--- src/source/trace_pkg.sv ---
/*
 * trace-side definitions for the trace unit
 *   seq_t, cycle_t, stall_cnt_t, squash_cnt_t  widths of trace fields
 *   pipe_depth                                stage slot count
 *   store_aw, store_depth                     fetch record store sizing
 */

package trace_pkg;

    //////////////////////////////
    // trace field widths
    //////////////////////////////

    // per-fetch sequence number, wraps
    typedef logic [7:0] seq_t;

    // free running cycle count, cleared by reset, wraps
    typedef logic [15:0] cycle_t;

    // decode stall cycles of one instruction, saturates
    typedef logic [7:0] stall_cnt_t;

    // instructions removed from fetch and decode by flushes
    typedef logic [15:0] squash_cnt_t;

    //////////////////////////////
    // sizing
    //////////////////////////////

    // fetch, decode, execute, memory, write-back
    localparam int pipe_depth = 5;

    // record store is indexed by the low bits of seq_t
    // 16 entries against at most pipe_depth tags in flight
    localparam int store_aw = 4;
    localparam int store_depth = 1 << store_aw;

endpackage

--- src/source/pipe_pkg.sv ---
/*
 * pipeline-side definitions for the trace unit
 *   instr_t  instruction word as fetched by the core
 *   stage_e  the five stages of the in-order pipeline
 */

package pipe_pkg;

    //////////////////////////////
    // instruction word
    //////////////////////////////

    // raw 32-bit word, no decode is done by the trace unit
    typedef logic [31:0] instr_t;

    //////////////////////////////
    // pipeline stages
    //////////////////////////////

    // listed in pipeline order
    // the value doubles as the slot index in the tag tracker
    typedef enum logic [2:0] {
        stage_fetch,
        stage_decode,
        stage_execute,
        stage_memory,
        stage_writeback
    } stage_e;

endpackage
--- src/source/pipe_trace_unit.sv ---
/*
 * pipeline trace unit top level
 *   tag tracker, fetch record store and write-back reporter
 */

`timescale 1ns/1ps

module pipe_trace_unit (
    input  logic                   clk,
    input  logic                   rst,
    input  logic                   fetch_fire,
    input  pipe_pkg::instr_t       fetch_instr,
    input  logic                   stall,
    input  logic                   flush,
    output logic                   retire_valid,
    output trace_pkg::seq_t        retire_seq,
    output pipe_pkg::instr_t       retire_instr,
    output trace_pkg::cycle_t      retire_latency,
    output trace_pkg::stall_cnt_t  retire_stalls,
    output trace_pkg::squash_cnt_t squash_count
);
    import pipe_pkg::*;
    import trace_pkg::*;

    // tracker to store and reporter
    cycle_t     cycle_count;
    logic       new_valid;
    seq_t       new_seq;
    logic       wb_enter;
    seq_t       wb_seq;
    stall_cnt_t wb_stalls;

    // store read port
    seq_t       rd_seq;
    instr_t     rd_instr;
    cycle_t     rd_fetch_cycle;

    trace_tag_pipe tag_pipe_i (
        .clk          (clk),
        .rst          (rst),
        .fetch_fire   (fetch_fire),
        .stall        (stall),
        .flush        (flush),
        .cycle_count  (cycle_count),
        .new_valid    (new_valid),
        .new_seq      (new_seq),
        .wb_enter     (wb_enter),
        .wb_seq       (wb_seq),
        .wb_stalls    (wb_stalls),
        .squash_count (squash_count)
    );

    fetch_record_store store_i (
        .clk            (clk),
        .rst            (rst),
        .new_valid      (new_valid),
        .new_seq        (new_seq),
        .fetch_instr    (fetch_instr),
        .cycle_count    (cycle_count),
        .rd_seq         (rd_seq),
        .rd_instr       (rd_instr),
        .rd_fetch_cycle (rd_fetch_cycle)
    );

    retire_report report_i (
        .clk            (clk),
        .rst            (rst),
        .wb_enter       (wb_enter),
        .wb_seq         (wb_seq),
        .wb_stalls      (wb_stalls),
        .rd_instr       (rd_instr),
        .rd_fetch_cycle (rd_fetch_cycle),
        .cycle_count    (cycle_count),
        .rd_seq         (rd_seq),
        .retire_valid   (retire_valid),
        .retire_seq     (retire_seq),
        .retire_instr   (retire_instr),
        .retire_latency (retire_latency),
        .retire_stalls  (retire_stalls)
    );

endmodule

--- src/source/retire_report.sv ---
/*
 * write-back reporter
 *   store read address from the write-back tag
 *   registered one-cycle retirement record
 *   latency from fetch stamp to write-back entry cycle
 */

`timescale 1ns/1ps

module retire_report (
    input  logic                  clk,
    input  logic                  rst,
    input  logic                  wb_enter,
    input  trace_pkg::seq_t       wb_seq,
    input  trace_pkg::stall_cnt_t wb_stalls,
    input  pipe_pkg::instr_t      rd_instr,
    input  trace_pkg::cycle_t     rd_fetch_cycle,
    input  trace_pkg::cycle_t     cycle_count,
    output trace_pkg::seq_t       rd_seq,
    output logic                  retire_valid,
    output trace_pkg::seq_t       retire_seq,
    output pipe_pkg::instr_t      retire_instr,
    output trace_pkg::cycle_t     retire_latency,
    output trace_pkg::stall_cnt_t retire_stalls
);
    import trace_pkg::*;

    // cycle count at the edge the tag entered write-back
    cycle_t wb_entry_cycle;

    // look up the fetch record of the tag now in write-back
    assign rd_seq = wb_seq;

    // the counter has moved one past the entry edge by now
    assign wb_entry_cycle = cycle_count - cycle_t'(1);

    //////////////////////////////
    // record strobe
    //////////////////////////////

    always_ff @(posedge clk) begin
        if (rst) begin
            retire_valid <= 1'b0;
        end else begin
            retire_valid <= wb_enter;
        end
    end

    //////////////////////////////
    // record fields
    //////////////////////////////

    always_ff @(posedge clk) begin
        if (wb_enter) begin
            retire_seq     <= wb_seq;
            retire_instr   <= rd_instr;
            // modulo 16 bits, wraps with the counter
            retire_latency <= wb_entry_cycle - rd_fetch_cycle;
            retire_stalls  <= wb_stalls;
        end
    end

    // fetch to write-back takes at least one edge per stage boundary
    min_latency_a: assert property (
        @(posedge clk) disable iff (rst)
        retire_valid |-> retire_latency >= cycle_t'(pipe_depth - 1)
    ) else $error("seq %0d retired after only %0d cycles", retire_seq, retire_latency);

endmodule

--- src/source/fetch_record_store.sv ---
/*
 * per-instruction record store
 *   16-entry array of fetch cycle and instruction word
 *   written on accepted fetch, read combinationally by sequence number
 *   live bits and the overrun check
 */

`timescale 1ns/1ps

module fetch_record_store (
    input  logic              clk,
    input  logic              rst,
    input  logic              new_valid,
    input  trace_pkg::seq_t   new_seq,
    input  pipe_pkg::instr_t  fetch_instr,
    input  trace_pkg::cycle_t cycle_count,
    input  trace_pkg::seq_t   rd_seq,
    output pipe_pkg::instr_t  rd_instr,
    output trace_pkg::cycle_t rd_fetch_cycle
);
    import pipe_pkg::*;
    import trace_pkg::*;

    // record storage
    instr_t instr_mem [store_depth];
    cycle_t stamp_mem [store_depth];
    // full sequence number of the occupant
    seq_t   tag_mem   [store_depth];

    // entry written and not yet reached by the read pointer
    logic [store_depth-1:0] live;
    logic [store_depth-1:0] passed;

    logic [store_aw-1:0] wr_addr;
    logic [store_aw-1:0] rd_addr;

    assign wr_addr = new_seq[store_aw-1:0];
    assign rd_addr = rd_seq[store_aw-1:0];

    // asynchronous read for the reporter
    assign rd_instr       = instr_mem[rd_addr];
    assign rd_fetch_cycle = stamp_mem[rd_addr];

    always_ff @(posedge clk) begin
        if (new_valid) begin
            instr_mem[wr_addr] <= fetch_instr;
            stamp_mem[wr_addr] <= cycle_count;
            tag_mem[wr_addr]   <= new_seq;
        end
    end

    // an entry at or behind the read pointer has retired or was squashed
    // skipped squashed entries are swept when a later tag is read
    always_comb begin
        seq_t age;
        for (int i = 0; i < store_depth; i++) begin
            age       = rd_seq - tag_mem[i];
            passed[i] = !age[$bits(seq_t)-1];
        end
    end

    always_ff @(posedge clk) begin
        if (rst) begin
            live <= '0;
        end else begin
            for (int i = 0; i < store_depth; i++) begin
                if (new_valid && wr_addr == store_aw'(i)) begin
                    live[i] <= 1'b1;
                end else if (passed[i]) begin
                    live[i] <= 1'b0;
                end
            end
        end
    end

    // a write over a live entry means the read side fell a full store behind
    no_overrun_a: assert property (
        @(posedge clk) disable iff (rst) new_valid |-> !live[wr_addr]
    ) else $error("record store overrun at seq %0d", new_seq);

endmodule

--- src/source/trace_tag_pipe.sv ---
/*
 * stage tag tracker
 *   free running cycle counter and fetch sequence numbering
 *   one valid/seq/stall-count slot per pipeline stage
 *   core stall and flush rules, squash counter
 *   write-back entry strobe for the reporter
 */

`timescale 1ns/1ps

module trace_tag_pipe (
    input  logic                   clk,
    input  logic                   rst,
    input  logic                   fetch_fire,
    input  logic                   stall,
    input  logic                   flush,
    output trace_pkg::cycle_t      cycle_count,
    output logic                   new_valid,
    output trace_pkg::seq_t        new_seq,
    output logic                   wb_enter,
    output trace_pkg::seq_t        wb_seq,
    output trace_pkg::stall_cnt_t  wb_stalls,
    output trace_pkg::squash_cnt_t squash_count
);
    import pipe_pkg::*;
    import trace_pkg::*;

    // slot state, indexed by stage_e
    logic [pipe_depth-1:0] slot_valid;
    seq_t                  slot_seq [pipe_depth];
    // fetch has no stall count of its own
    stall_cnt_t            slot_stalls [stage_decode:stage_writeback];

    // sequence number handed to the next accepted fetch
    seq_t next_seq;

    // last tag seen in write-back, for the order check
    seq_t last_wb_seq;
    logic wb_seen;
    seq_t wb_seq_gap;

    // every accepted fetch opens a record in the store
    assign new_valid = fetch_fire;
    assign new_seq   = next_seq;

    // write-back always advances, so a valid slot there is a one-cycle strobe
    assign wb_enter  = slot_valid[stage_writeback];
    assign wb_seq    = slot_seq[stage_writeback];
    assign wb_stalls = slot_stalls[stage_writeback];

    assign wb_seq_gap = wb_seq - last_wb_seq;

    //////////////////////////////
    // counters and valid bits
    //////////////////////////////

    always_ff @(posedge clk) begin
        if (rst) begin
            cycle_count  <= '0;
            next_seq     <= '0;
            slot_valid   <= '0;
            squash_count <= '0;
            wb_seen      <= 1'b0;
        end else begin
            cycle_count <= cycle_count + cycle_t'(1);
            if (fetch_fire) begin
                next_seq <= next_seq + seq_t'(1);
            end
            if (wb_enter) begin
                wb_seen <= 1'b1;
            end

            // back end moves on every edge
            slot_valid[stage_writeback] <= slot_valid[stage_memory];
            slot_valid[stage_memory]    <= slot_valid[stage_execute];

            if (flush) begin
                // flush wins over stall
                slot_valid[stage_execute] <= 1'b0;
                slot_valid[stage_decode]  <= 1'b0;
                slot_valid[stage_fetch]   <= 1'b0;
                squash_count <= squash_count
                              + squash_cnt_t'(slot_valid[stage_fetch])
                              + squash_cnt_t'(slot_valid[stage_decode]);
            end else if (stall) begin
                // front end holds, bubble into execute
                slot_valid[stage_execute] <= 1'b0;
            end else begin
                slot_valid[stage_execute] <= slot_valid[stage_decode];
                slot_valid[stage_decode]  <= slot_valid[stage_fetch];
                slot_valid[stage_fetch]   <= fetch_fire;
            end
        end
    end

    //////////////////////////////
    // slot payload
    //////////////////////////////

    always_ff @(posedge clk) begin
        slot_seq[stage_writeback]    <= slot_seq[stage_memory];
        slot_stalls[stage_writeback] <= slot_stalls[stage_memory];
        slot_seq[stage_memory]       <= slot_seq[stage_execute];
        slot_stalls[stage_memory]    <= slot_stalls[stage_execute];

        if (wb_enter) begin
            last_wb_seq <= wb_seq;
        end

        if (!stall && !flush) begin
            slot_seq[stage_execute]    <= slot_seq[stage_decode];
            slot_stalls[stage_execute] <= slot_stalls[stage_decode];
            // stall count restarts as the tag enters decode
            slot_seq[stage_decode]     <= slot_seq[stage_fetch];
            slot_stalls[stage_decode]  <= '0;
            if (fetch_fire) begin
                slot_seq[stage_fetch] <= next_seq;
            end
        end else if (!flush && slot_valid[stage_decode]) begin
            // saturating decode stall count
            if (slot_stalls[stage_decode] != '1) begin
                slot_stalls[stage_decode] <= slot_stalls[stage_decode] + stall_cnt_t'(1);
            end
        end
    end

    //////////////////////////////
    // checks
    //////////////////////////////

    // the core holds off fetch while the front end stalls or flushes
    fetch_alone_a: assert property (
        @(posedge clk) disable iff (rst) fetch_fire |-> !(stall || flush)
    ) else $error("fetch accepted during stall or flush");

    // tags reach write-back in fetch order, squashed numbers skipped
    wb_order_a: assert property (
        @(posedge clk) disable iff (rst)
        (wb_enter && wb_seen) |-> (wb_seq_gap != '0 && !wb_seq_gap[$bits(seq_t)-1])
    ) else $error("write-back tag %0d out of order after %0d", wb_seq, last_wb_seq);

endmodule

--- config.mk ---
export PLATFORM = sky130hd
export DESIGN_NAME = pipe_trace_unit
export DESIGN_NICKNAME = d
export VERILOG_FILES = /design/src/source/trace_pkg.sv /design/src/source/pipe_pkg.sv /design/src/source/pipe_trace_unit.sv /design/src/source/retire_report.sv /design/src/source/fetch_record_store.sv /design/src/source/trace_tag_pipe.sv
export SDC_FILE = /design/constraint.sdc
export NUM_CORES = 1
export LEC_CHECK = 0
export BUFFER_PORTS_ARGS = -buffer_cell sky130_fd_sc_hd__buf_4
export CAP_MARGIN = 20
export CORE_MARGIN = 5
export CORE_UTILIZATION = 45
export DETAILED_ROUTE_END_ITERATION = 7
export GPL_TIMING_DRIVEN = 0
export PLACE_DENSITY = 0.7
export SYNTH_ARGS = -nofsm -noshare
export SYNTH_HDL_FRONTEND = slang
export SYNTH_SLANG_ARGS = --single-unit
--- constraint.sdc ---
create_clock -name clk -period 3.55 [get_ports clk]
set_input_delay 0.71 -clock clk [delete_from_list [all_inputs] [get_ports clk]]
set_output_delay 0.71 -clock clk [all_outputs]
set_load 0.01 [all_outputs]
==> results of run 1 <==
## logic make-up (layout without fill, tap and decap cells)
group	Yosys count	after routing
compound gates	58	58
other cells	0	2
simple gates	148	148
xor+xnor	47	47
fa+ha+maj	24	24
flops	950	950
buf+inv	85	399
mux	244	244
## area by class of cell
class,instances,area (um^2)
diodes,2,5.00
plain buffers,61,539
clock buffers,117,2500
clock inverters,51,484
fillers,5714,36000
inverters,22,85.1
multi-input cells,521,7500
flip-flops and latches,950,27800
well taps,1040,1300
repair buffers,148,1510
## state kept, by name, indices dropped and copies added, names as in the netlist, 16 cells and up
| signal | cells |
|---|---|
| tag_pipe_i.slot_seq | 40 |
| tag_pipe_i.cycle_count | 16 |
| tag_pipe_i.squash_count | 16 |
| store_i.instr_mem | 512 |
| report_i.retire_instr | 32 |
| report_i.retire_latency | 16 |
| store_i.stamp_mem | 256 |
| tag_pipe_i.slot_stalls | 32 |
## worst min path at each step
stage | start | cells past startpoint | endpoint | slack, ps
3_5_place_dp | tag_pipe_i.slot_stalls[3][4] | 0 | tag_pipe_i.slot_stalls[4][4] | 310
3_3_place_gp | tag_pipe_i.slot_seq[0][24] | 0 | tag_pipe_i.slot_seq[0][32] | 310
5_1_grt | tag_pipe_i.slot_stalls[3][7] | 0 | tag_pipe_i.slot_stalls[4][7] | 330
6_report | tag_pipe_i.slot_stalls[3][4] | 0 | tag_pipe_i.slot_stalls[4][4] | 330
2_1_floorplan | tag_pipe_i.slot_seq[0][24] | 0 | tag_pipe_i.slot_seq[0][32] | 310
4_1_cts | fetch_instr[31] | 1 | store_i.instr_mem[14][31] | 320
## critical path, cell delays in order (launching register included)
cell and delay [ps]:
sky130_fd_sc_hd__dfxtp_4 410, sky130_fd_sc_hd__buf_12 170, sky130_fd_sc_hd__buf_12 170, sky130_fd_sc_hd__mux4_2 540
sky130_fd_sc_hd__mux4_2 490, sky130_fd_sc_hd__inv_2 110, sky130_fd_sc_hd__ha_4 220, sky130_fd_sc_hd__a211o_1 270
sky130_fd_sc_hd__a21oi_2 180, sky130_fd_sc_hd__o21ai_1 100, sky130_fd_sc_hd__a211oi_2 330, sky130_fd_sc_hd__a21oi_4 120
sky130_fd_sc_hd__xnor2_1 130
## routing by layer
metal | GRT usage | wire [um]
met1 | 0.250 | 31400
met2 | 0.310 | 39900
met3 | 0.0290 | 5040
met4 | 0.0500 | 1610
met5 | 0 | 13
## per-stage QoR
stage	std cells	utilization	area [um^2]	setup TNS [ps]
6_report	2912	0.536	41700	0
4_1_cts	2905	0.535	41500	-4.50
3_5_place_dp	2728	0.491	38100	-5050
3_3_place_gp	2709	0.484	37600	-688090
2_1_floorplan	1556	-	35400	0
5_1_grt	2911	0.536	41700	-44.7
## power groups by stage
stage	Clock [mW]	Combinational, mW	Sequential, mW
4_1_cts	9.74	0.830	12.4
3_3_place_gp	0	0.734	12.6
6_report	9.58	0.836	12.4
2_1_floorplan	0	0.461	12.6
5_1_grt	10.2	0.895	12.4
3_5_place_dp	0	0.783	12.6
## placed cells by master, fill, tap and decap left out, drive strengths merged, types with 7 or more instances in the layout
master	Yosys	final
a21oi	22	22
and2	18	18
and3	7	7
buf	38	185
bufinv	0	8
clkbuf	25	141
clkinv	0	37
dfxtp	78	78
edfxtp	872	872
ha	22	22
inv	22	26
mux4	240	240
nand2	27	27
nand3	13	13
nor2	48	48
o21ai	14	14
or3	11	11
xnor2	16	16
xor2	31	31
## cells in the mapped netlist (all sizes together) (5+ instances only)
library cell  count  area share
o21ai            14      0.0020
clkbuf           25      0.0026
inv              22      0.0023
nor2             48      0.0051
nand4             6      0.0011
a21o              5      0.0011
buf              38      0.0073
and2             18      0.0032
nand2            27      0.0029
nor2b             5     0.00088
or3              11      0.0019
xor2             31      0.0077
ha               22      0.0078
and3              7      0.0012
xnor2            16      0.0040
edfxtp          872        0.74
a21oi            22      0.0031
mux4            240        0.15
dfxtp            78       0.044
nand3            13      0.0018
## repair_timing
| action | in CTS | in global routing |
|---|---|---|
| cloned | 1 | 1 |
| buffers inserted | 10 | 4 |
| pin swaps | 8 | 14 |
| gates resized for setup | 80 | 23 |
| endpoints found under the setup margin | 11 | 6 |
==> summary.md, run 1 <==
| Metric | Value |
|---|---|
| Flip-flop cell with the highest count after synthesis | `sky130_fd_sc_hd__edfxtp_1` |
| Clock tree from TritonCTS | `built` |
| Clock latency on the worst-skew pair | `650 ps` |
| End point of the critical path | `report_i.retire_latency[15]` |
| Net total in the final layout | `1857` |
| Min-Delay Path Class | `reg2reg` |
| Total gr overflow | `0` |
| Number of distinct standard cells referenced by the synthesized netlist | `40` |
| First-pass GRT wire length | `115000 um` |
| Fraction of power spent switching nets | `0.199` |
| Clk pin slew, worst setup/hold paths | `60 ps` |
| Vias in the first global route | `17300` |
| Area Overhead vs Synth | `17.6%` |
| Number of optimization iterations in the first detailed-route pass | `5` |
| DRT iter0 DRCs | `1858` |
| Y dimension of the die | `291 um` |
| Internal | `18.3 mW` |
| Asr flop ratio synth | `0` |
| Slew at the pin closest to its max-slew limit | `1020 ps` |
| Avg Vias per Cell | `5.67` |
| CP required | `3930 ps` |
| Final count of negative-setup-slack endpoints | `0` |
| Average detailed-routed wire length per instance | `26.8 um` |
| Number of max-cap violations | `0` |
| Die area | `0.0844 mm^2` |
| Seq/Total Area, Yosys | `0.783` |
| Initial antenna violation count | `3` |
| TritonCTS buffer count | `92` |
| Highest net fanout along the worst path | `10` |
| Reg2Reg Depth | `12` |
| Final weighted congestion of routability-driven global placement | `0.758` |
| Number of synthesized register bits | `950` |
| Register-to-register path setup slack | `40 ps` |
| Main combinational cell family by area after synthesis | `multiplexers` |
| Proportion of power drawn by combinational gates | `0.037` |
| Cell leakage power | `13.6 nW` |
| Clock Sink Count | `950` |
| Crit Path Category | `reg2reg` |
| Fin crit share | `0.989` |
| Netlist Area Pre-Place | `0.0354 mm^2` |
| Std-Cell Rows | `102` |
| Drc violations | `0` |
| Post-synthesis compound-gate area fraction | `0.00985` |
| Total Routed Length | `78000 um` |
| Result of the run | `finished, final reports clean` |
| Clk_skew | `23.9 ps` |
| Number of vias in the routed layout | `16500` |
| Warnings from Yosys | `0` |
| EDFF count, synth | `872` |
| Number of levels the H-tree was split into | `3` |
| Design Power | `22.8 mW` |
| Nature of the critical path startpoint | `flop` |
| Highest ir drop seen on vdd | `332 uV` |
| Least setup slack across all paths after layout | `39.8 ps` |
| Die width | `291 um` |
| Core Footprint | `0.0777 mm^2` |
| Initial standard-cell utilization of the core | `0.456` |
| Pwr dens | `547 mW/mm^2` |
| Clk root buf | `sky130_fd_sc_hd__clkbuf_16` |
| Total I/O pin count | `118` |
| Maximum number of pins on one net before global-route repair | `43` |
| Crit. Startpoint | `tag_pipe_i.slot_seq[0][32]` |
| Post-synthesis area per instance | `22.8 um^2` |
| Antenna viol nets, final | `0` |
| Setup repair after global routing missed its margin | `yes` |
| Endpoint of the most critical register-to-register path | `report_i.retire_latency[15]` |
| All-layer global routing usage | `0.183` |
| Fraction of layout instances using a drive strength above 1 | `0.326` |
| Synth Area in XOR/XNOR | `0.0116` |
| Number of buffers between clock root and the deepest sink | `3` |
| Pre-CTS setup slack | `-784 ps` |
| Time the final worst path needs with I/O delays and setup | `3510 ps` |
| Slew Viols, Final | `0` |
| Worst hold slack | `325 ps` |
| Peak Freq | `285 MHz` |
| Endpoint kind of the worst setup timing path | `flop` |
| # port buffers | `113` |
| Proportion of power drawn by flip-flops and latches | `0.543` |
| CP arrival | `3890 ps` |
| Post-synthesis simple-gate area fraction | `0.0206` |
| Relative contribution of the clock network to total power | `0.420` |
| Hold_buf cts | `0` |
| Share of synthesized area spent on multiplexers | `0.154` |
| Area share of fa/ha/maj cells after synthesis | `0.00890` |
| Synthesized net count | `1617` |
| Switching power summed over all nets | `4.54 mW` |
| Reg2reg start | `tag_pipe_i.slot_seq[0][32]` |
| Total count of hold-check failures in the final report | `0` |
| Dpl hpwl | `44400 um` |
| Worst slew margin | `0.317` |
| Syn Inst Count | `1556` |
(Power assumes the default switching activity.)
==> inputs of run 2 (changes only) <==
Settings changed: RECOVER_POWER from default to 25.
==> summary.md, run 2 (synthesis gave the netlist of run 1 again) <==
| Metric | Value |
|---|---|
| Result of the run | `finished, final reports clean` |
| Y dimension of the die | `291 um (unchanged)` |
| Commonest cells after routing, fill and taps aside | `sky130_fd_sc_hd__edfxtp_1 (872), sky130_fd_sc_hd__mux4_2 (240), sky130_fd_sc_hd__buf_4 (102), sky130_fd_sc_hd__clkbuf_16 (96), sky130_fd_sc_hd__dfxtp_1 (76)` |
| Highest ir drop seen on vdd | `330 uV (-0.39%)` |
| Number of levels the H-tree was split into | `3 (unchanged)` |
| Number of flip-flops under the largest register name | `512 (unchanged)` |
| Nature of the critical path startpoint | `flop` |
| Clock latency on the worst-skew pair | `640 ps (about the same)` |
| Vias in the first global route | `17300 (unchanged)` |
| CP arrival | `3870 ps (-20 ps)` |
| Die area | `0.0844 mm^2 (unchanged)` |
| Total non-filler cell area in the finished layout | `0.0416 mm^2 (-0.27%)` |
| Slew at the pin closest to its max-slew limit | `1020 ps (-1.51 ps)` |
| Cell leakage power | `13.5 nW (-0.82%)` |
| Antenna viol nets, final | `0 (unchanged)` |
| Number of buffers between clock root and the deepest sink | `3 (unchanged)` |
| Time the final worst path needs with I/O delays and setup | `3480 ps (-29.0 ps)` |
| Total count of hold-check failures in the final report | `0 (unchanged)` |
| CP required | `3930 ps (about the same)` |
| Crit Path Category | `reg2reg` |
| Clk_skew | `21.1 ps (-2.81 ps)` |
| Dpl hpwl | `44400 um (unchanged)` |
| First-pass GRT wire length | `115000 um (unchanged)` |
| Fraction of layout instances using a drive strength above 1 | `0.309 (-0.0166)` |
| Pre-CTS setup slack | `-784 ps (unchanged)` |
| Net total in the final layout | `1857 (unchanged)` |
| Biggest register | `store_i.instr_mem` |
| Endpoint kind of the worst setup timing path | `flop` |
| Worst slew margin | `0.318 (+0.00100)` |
| Total Routed Length | `78000 um (about the same)` |
| Avg Vias per Cell | `5.64 (-0.55%)` |
| Placed cell count | `2728 (unchanged)` |
| Hold Startpoint | `tag_pipe_i.slot_stalls[3][4]` |
| Slowest cell on crit path | `sky130_fd_sc_hd__mux4_2` |
| All-layer global routing usage | `0.183 (unchanged)` |
| Reg2reg start | `tag_pipe_i.slot_seq[0][32]` |
| Min-Delay Path Class | `reg2reg` |
| Clk root buf | `sky130_fd_sc_hd__clkbuf_16` |
| Worst path max stage delay | `530 ps (about the same)` |
| Pwr dens | `548 mW/mm^2 (+0.17%)` |
| Clk pin slew, worst setup/hold paths | `60 ps (about the same)` |
| Final weighted congestion of routability-driven global placement | `0.758 (unchanged)` |
| Number of instances on the worst hold path | `0 (unchanged)` |
| Cell-by-cell listing of the critical path | `buf_12 -> buf_12 -> mux4_2 -> mux4_2 -> inv_2 -> ha_4 -> a211o_1 -> a21oi_2 -> o21ai_1 -> a211oi_2 -> a21oi_4 -> xnor2_1` |
| Least setup slack across all paths after layout | `68.8 ps (+29.0 ps)` |
| Area Overhead vs Synth | `17.3%` |
| DRT iter0 DRCs | `1679 (-9.6%)` |
| Total gr overflow | `0 (unchanged)` |
| Number of max-cap violations | `0 (unchanged)` |
| Clock tree from TritonCTS | `built` |
| Register-to-register path setup slack | `70 ps (+30 ps)` |
| Core Footprint | `0.0777 mm^2 (unchanged)` |
| # port buffers | `113 (unchanged)` |
| Std-Cell Rows | `102 (unchanged)` |
| Slew Viols, Final | `0 (unchanged)` |
| Die width | `291 um (unchanged)` |
| Initial antenna violation count | `4 (+1)` |
| Reg2Reg Depth | `12 (unchanged)` |
| Non-filler cells in the finished layout | `2913 (+0.034%)` |
| Placed cell areas | `0.0381 mm^2 (unchanged)` |
| Commonest non-fill, non-tap cell in the layout | `sky130_fd_sc_hd__edfxtp_1` |
| Maximum number of pins on one net before global-route repair | `43 (unchanged)` |
| Fin crit share | `0.981 (-0.00816)` |
| Average detailed-routed wire length per instance | `26.8 um (about the same)` |
| Peak Freq | `287 MHz (+0.83%)` |
| Sum of negative setup slack | `0 ps (unchanged)` |
| Number of vias in the routed layout | `16400 (-0.52%)` |
| Initial standard-cell utilization of the core | `0.456 (unchanged)` |
| Biggest registers after layout | `store_i.instr_mem x512, store_i.stamp_mem x256, tag_pipe_i.slot_seq x40` |
| Clock Sink Count | `950 (unchanged)` |
| TritonCTS buffer count | `92 (unchanged)` |
| Endpoint of the most critical register-to-register path | `report_i.retire_latency[15]` |
| Hold path endpoint | `tag_pipe_i.slot_stalls[4][4]` |
| Final count of negative-setup-slack endpoints | `0 (unchanged)` |
| Highest net fanout along the worst path | `10 (unchanged)` |
| Number of optimization iterations in the first detailed-route pass | `5 (unchanged)` |
| Total I/O pin count | `118 (unchanged)` |
| Drc violations | `0 (unchanged)` |
| Setup repair after global routing missed its margin | `yes` |
run 2: changes by cell type in the layout (fill, tap and decap cells not counted), sizes merged:
cell    before  now
clkbuf     141  172
diode        2    3
buf        185  154
run 2: stage by stage:
| step | total power, mW | utilization | hold slack, ps |
|---|---|---|---|
| finish | 22.8 | 0.535 | 325 |
| global route | 23.5 | 0.535 | 331 |
| CTS | 23.0 | 0.535 | 322 |
| detailed placement | 13.4 | 0.491 | 312 |
| global placement | 13.4 | 0.484 | 312 |
| floorplan | 13.1 | - | 310 |
run 2: worst max-delay path by stage:
stage / start / endpoint / slack [ps]
floorplan: tag_pipe_i.slot_seq[0][32] / report_i.retire_latency[14] / 110
global placement: fetch_fire / tag_pipe_i.new_seq[6] / -1180
detailed placement: tag_pipe_i.slot_seq[0][33] / report_i.retire_latency[14] / -780
CTS: tag_pipe_i.slot_seq[0][32] / report_i.retire_latency[14] / -5
global route: tag_pipe_i.slot_seq[0][32] / report_i.retire_latency[14] / -30
finish: tag_pipe_i.slot_seq[0][32] / report_i.retire_latency[15] / 70
run 2: critical path, delay by kind of cell (launching register included):
kind | cells | cell delay (ps)
buf+inv | 3 | 430
xor+xnor | 1 | 130
fa+ha+maj | 1 | 220
compound gates | 5 | 1000
mux | 2 | 1020
flops | 1 | 410
run 2: area by class of cell:
cell class              instances  area (um^2)
diodes                          3         7.51
plain buffers                  61          539
clock buffers                 117         2500
clock inverters                51          484
fillers                      5757        36200
inverters                      22         85.1
multi-input cells             521         7500
flip-flops and latches        950        27800
well taps                    1040         1300
repair buffers                148         1400
run 2: per-layer routing:
layer / wire length, um / global-route usage
met5: 13 / 0
met4: 1570 / 0.0500
met3: 5160 / 0.0290
met2: 40100 / 0.310
met1: 31200 / 0.250
run 2: power breakdown:
part	switching (mW)	total, mW	internal [mW]	leakage, nW
Clock	4.00	9.57	5.57	1.46
Sequential	0.0614	12.4	12.3	8.61
Combinational	0.462	0.821	0.359	3.44
Total	4.53	22.8	18.3	13.5
run 2: timing repair:
item / 4_1_cts / 5_1_grt
hold buffers: 0 / 0
pin swaps: 8 / 14
gates cloned: 1 / 1
endpoints found under the setup margin: 11 / 6
setup buffers: 10 / 4
hold endpoints to repair: 0 / 0
gates resized for setup: 80 / 23
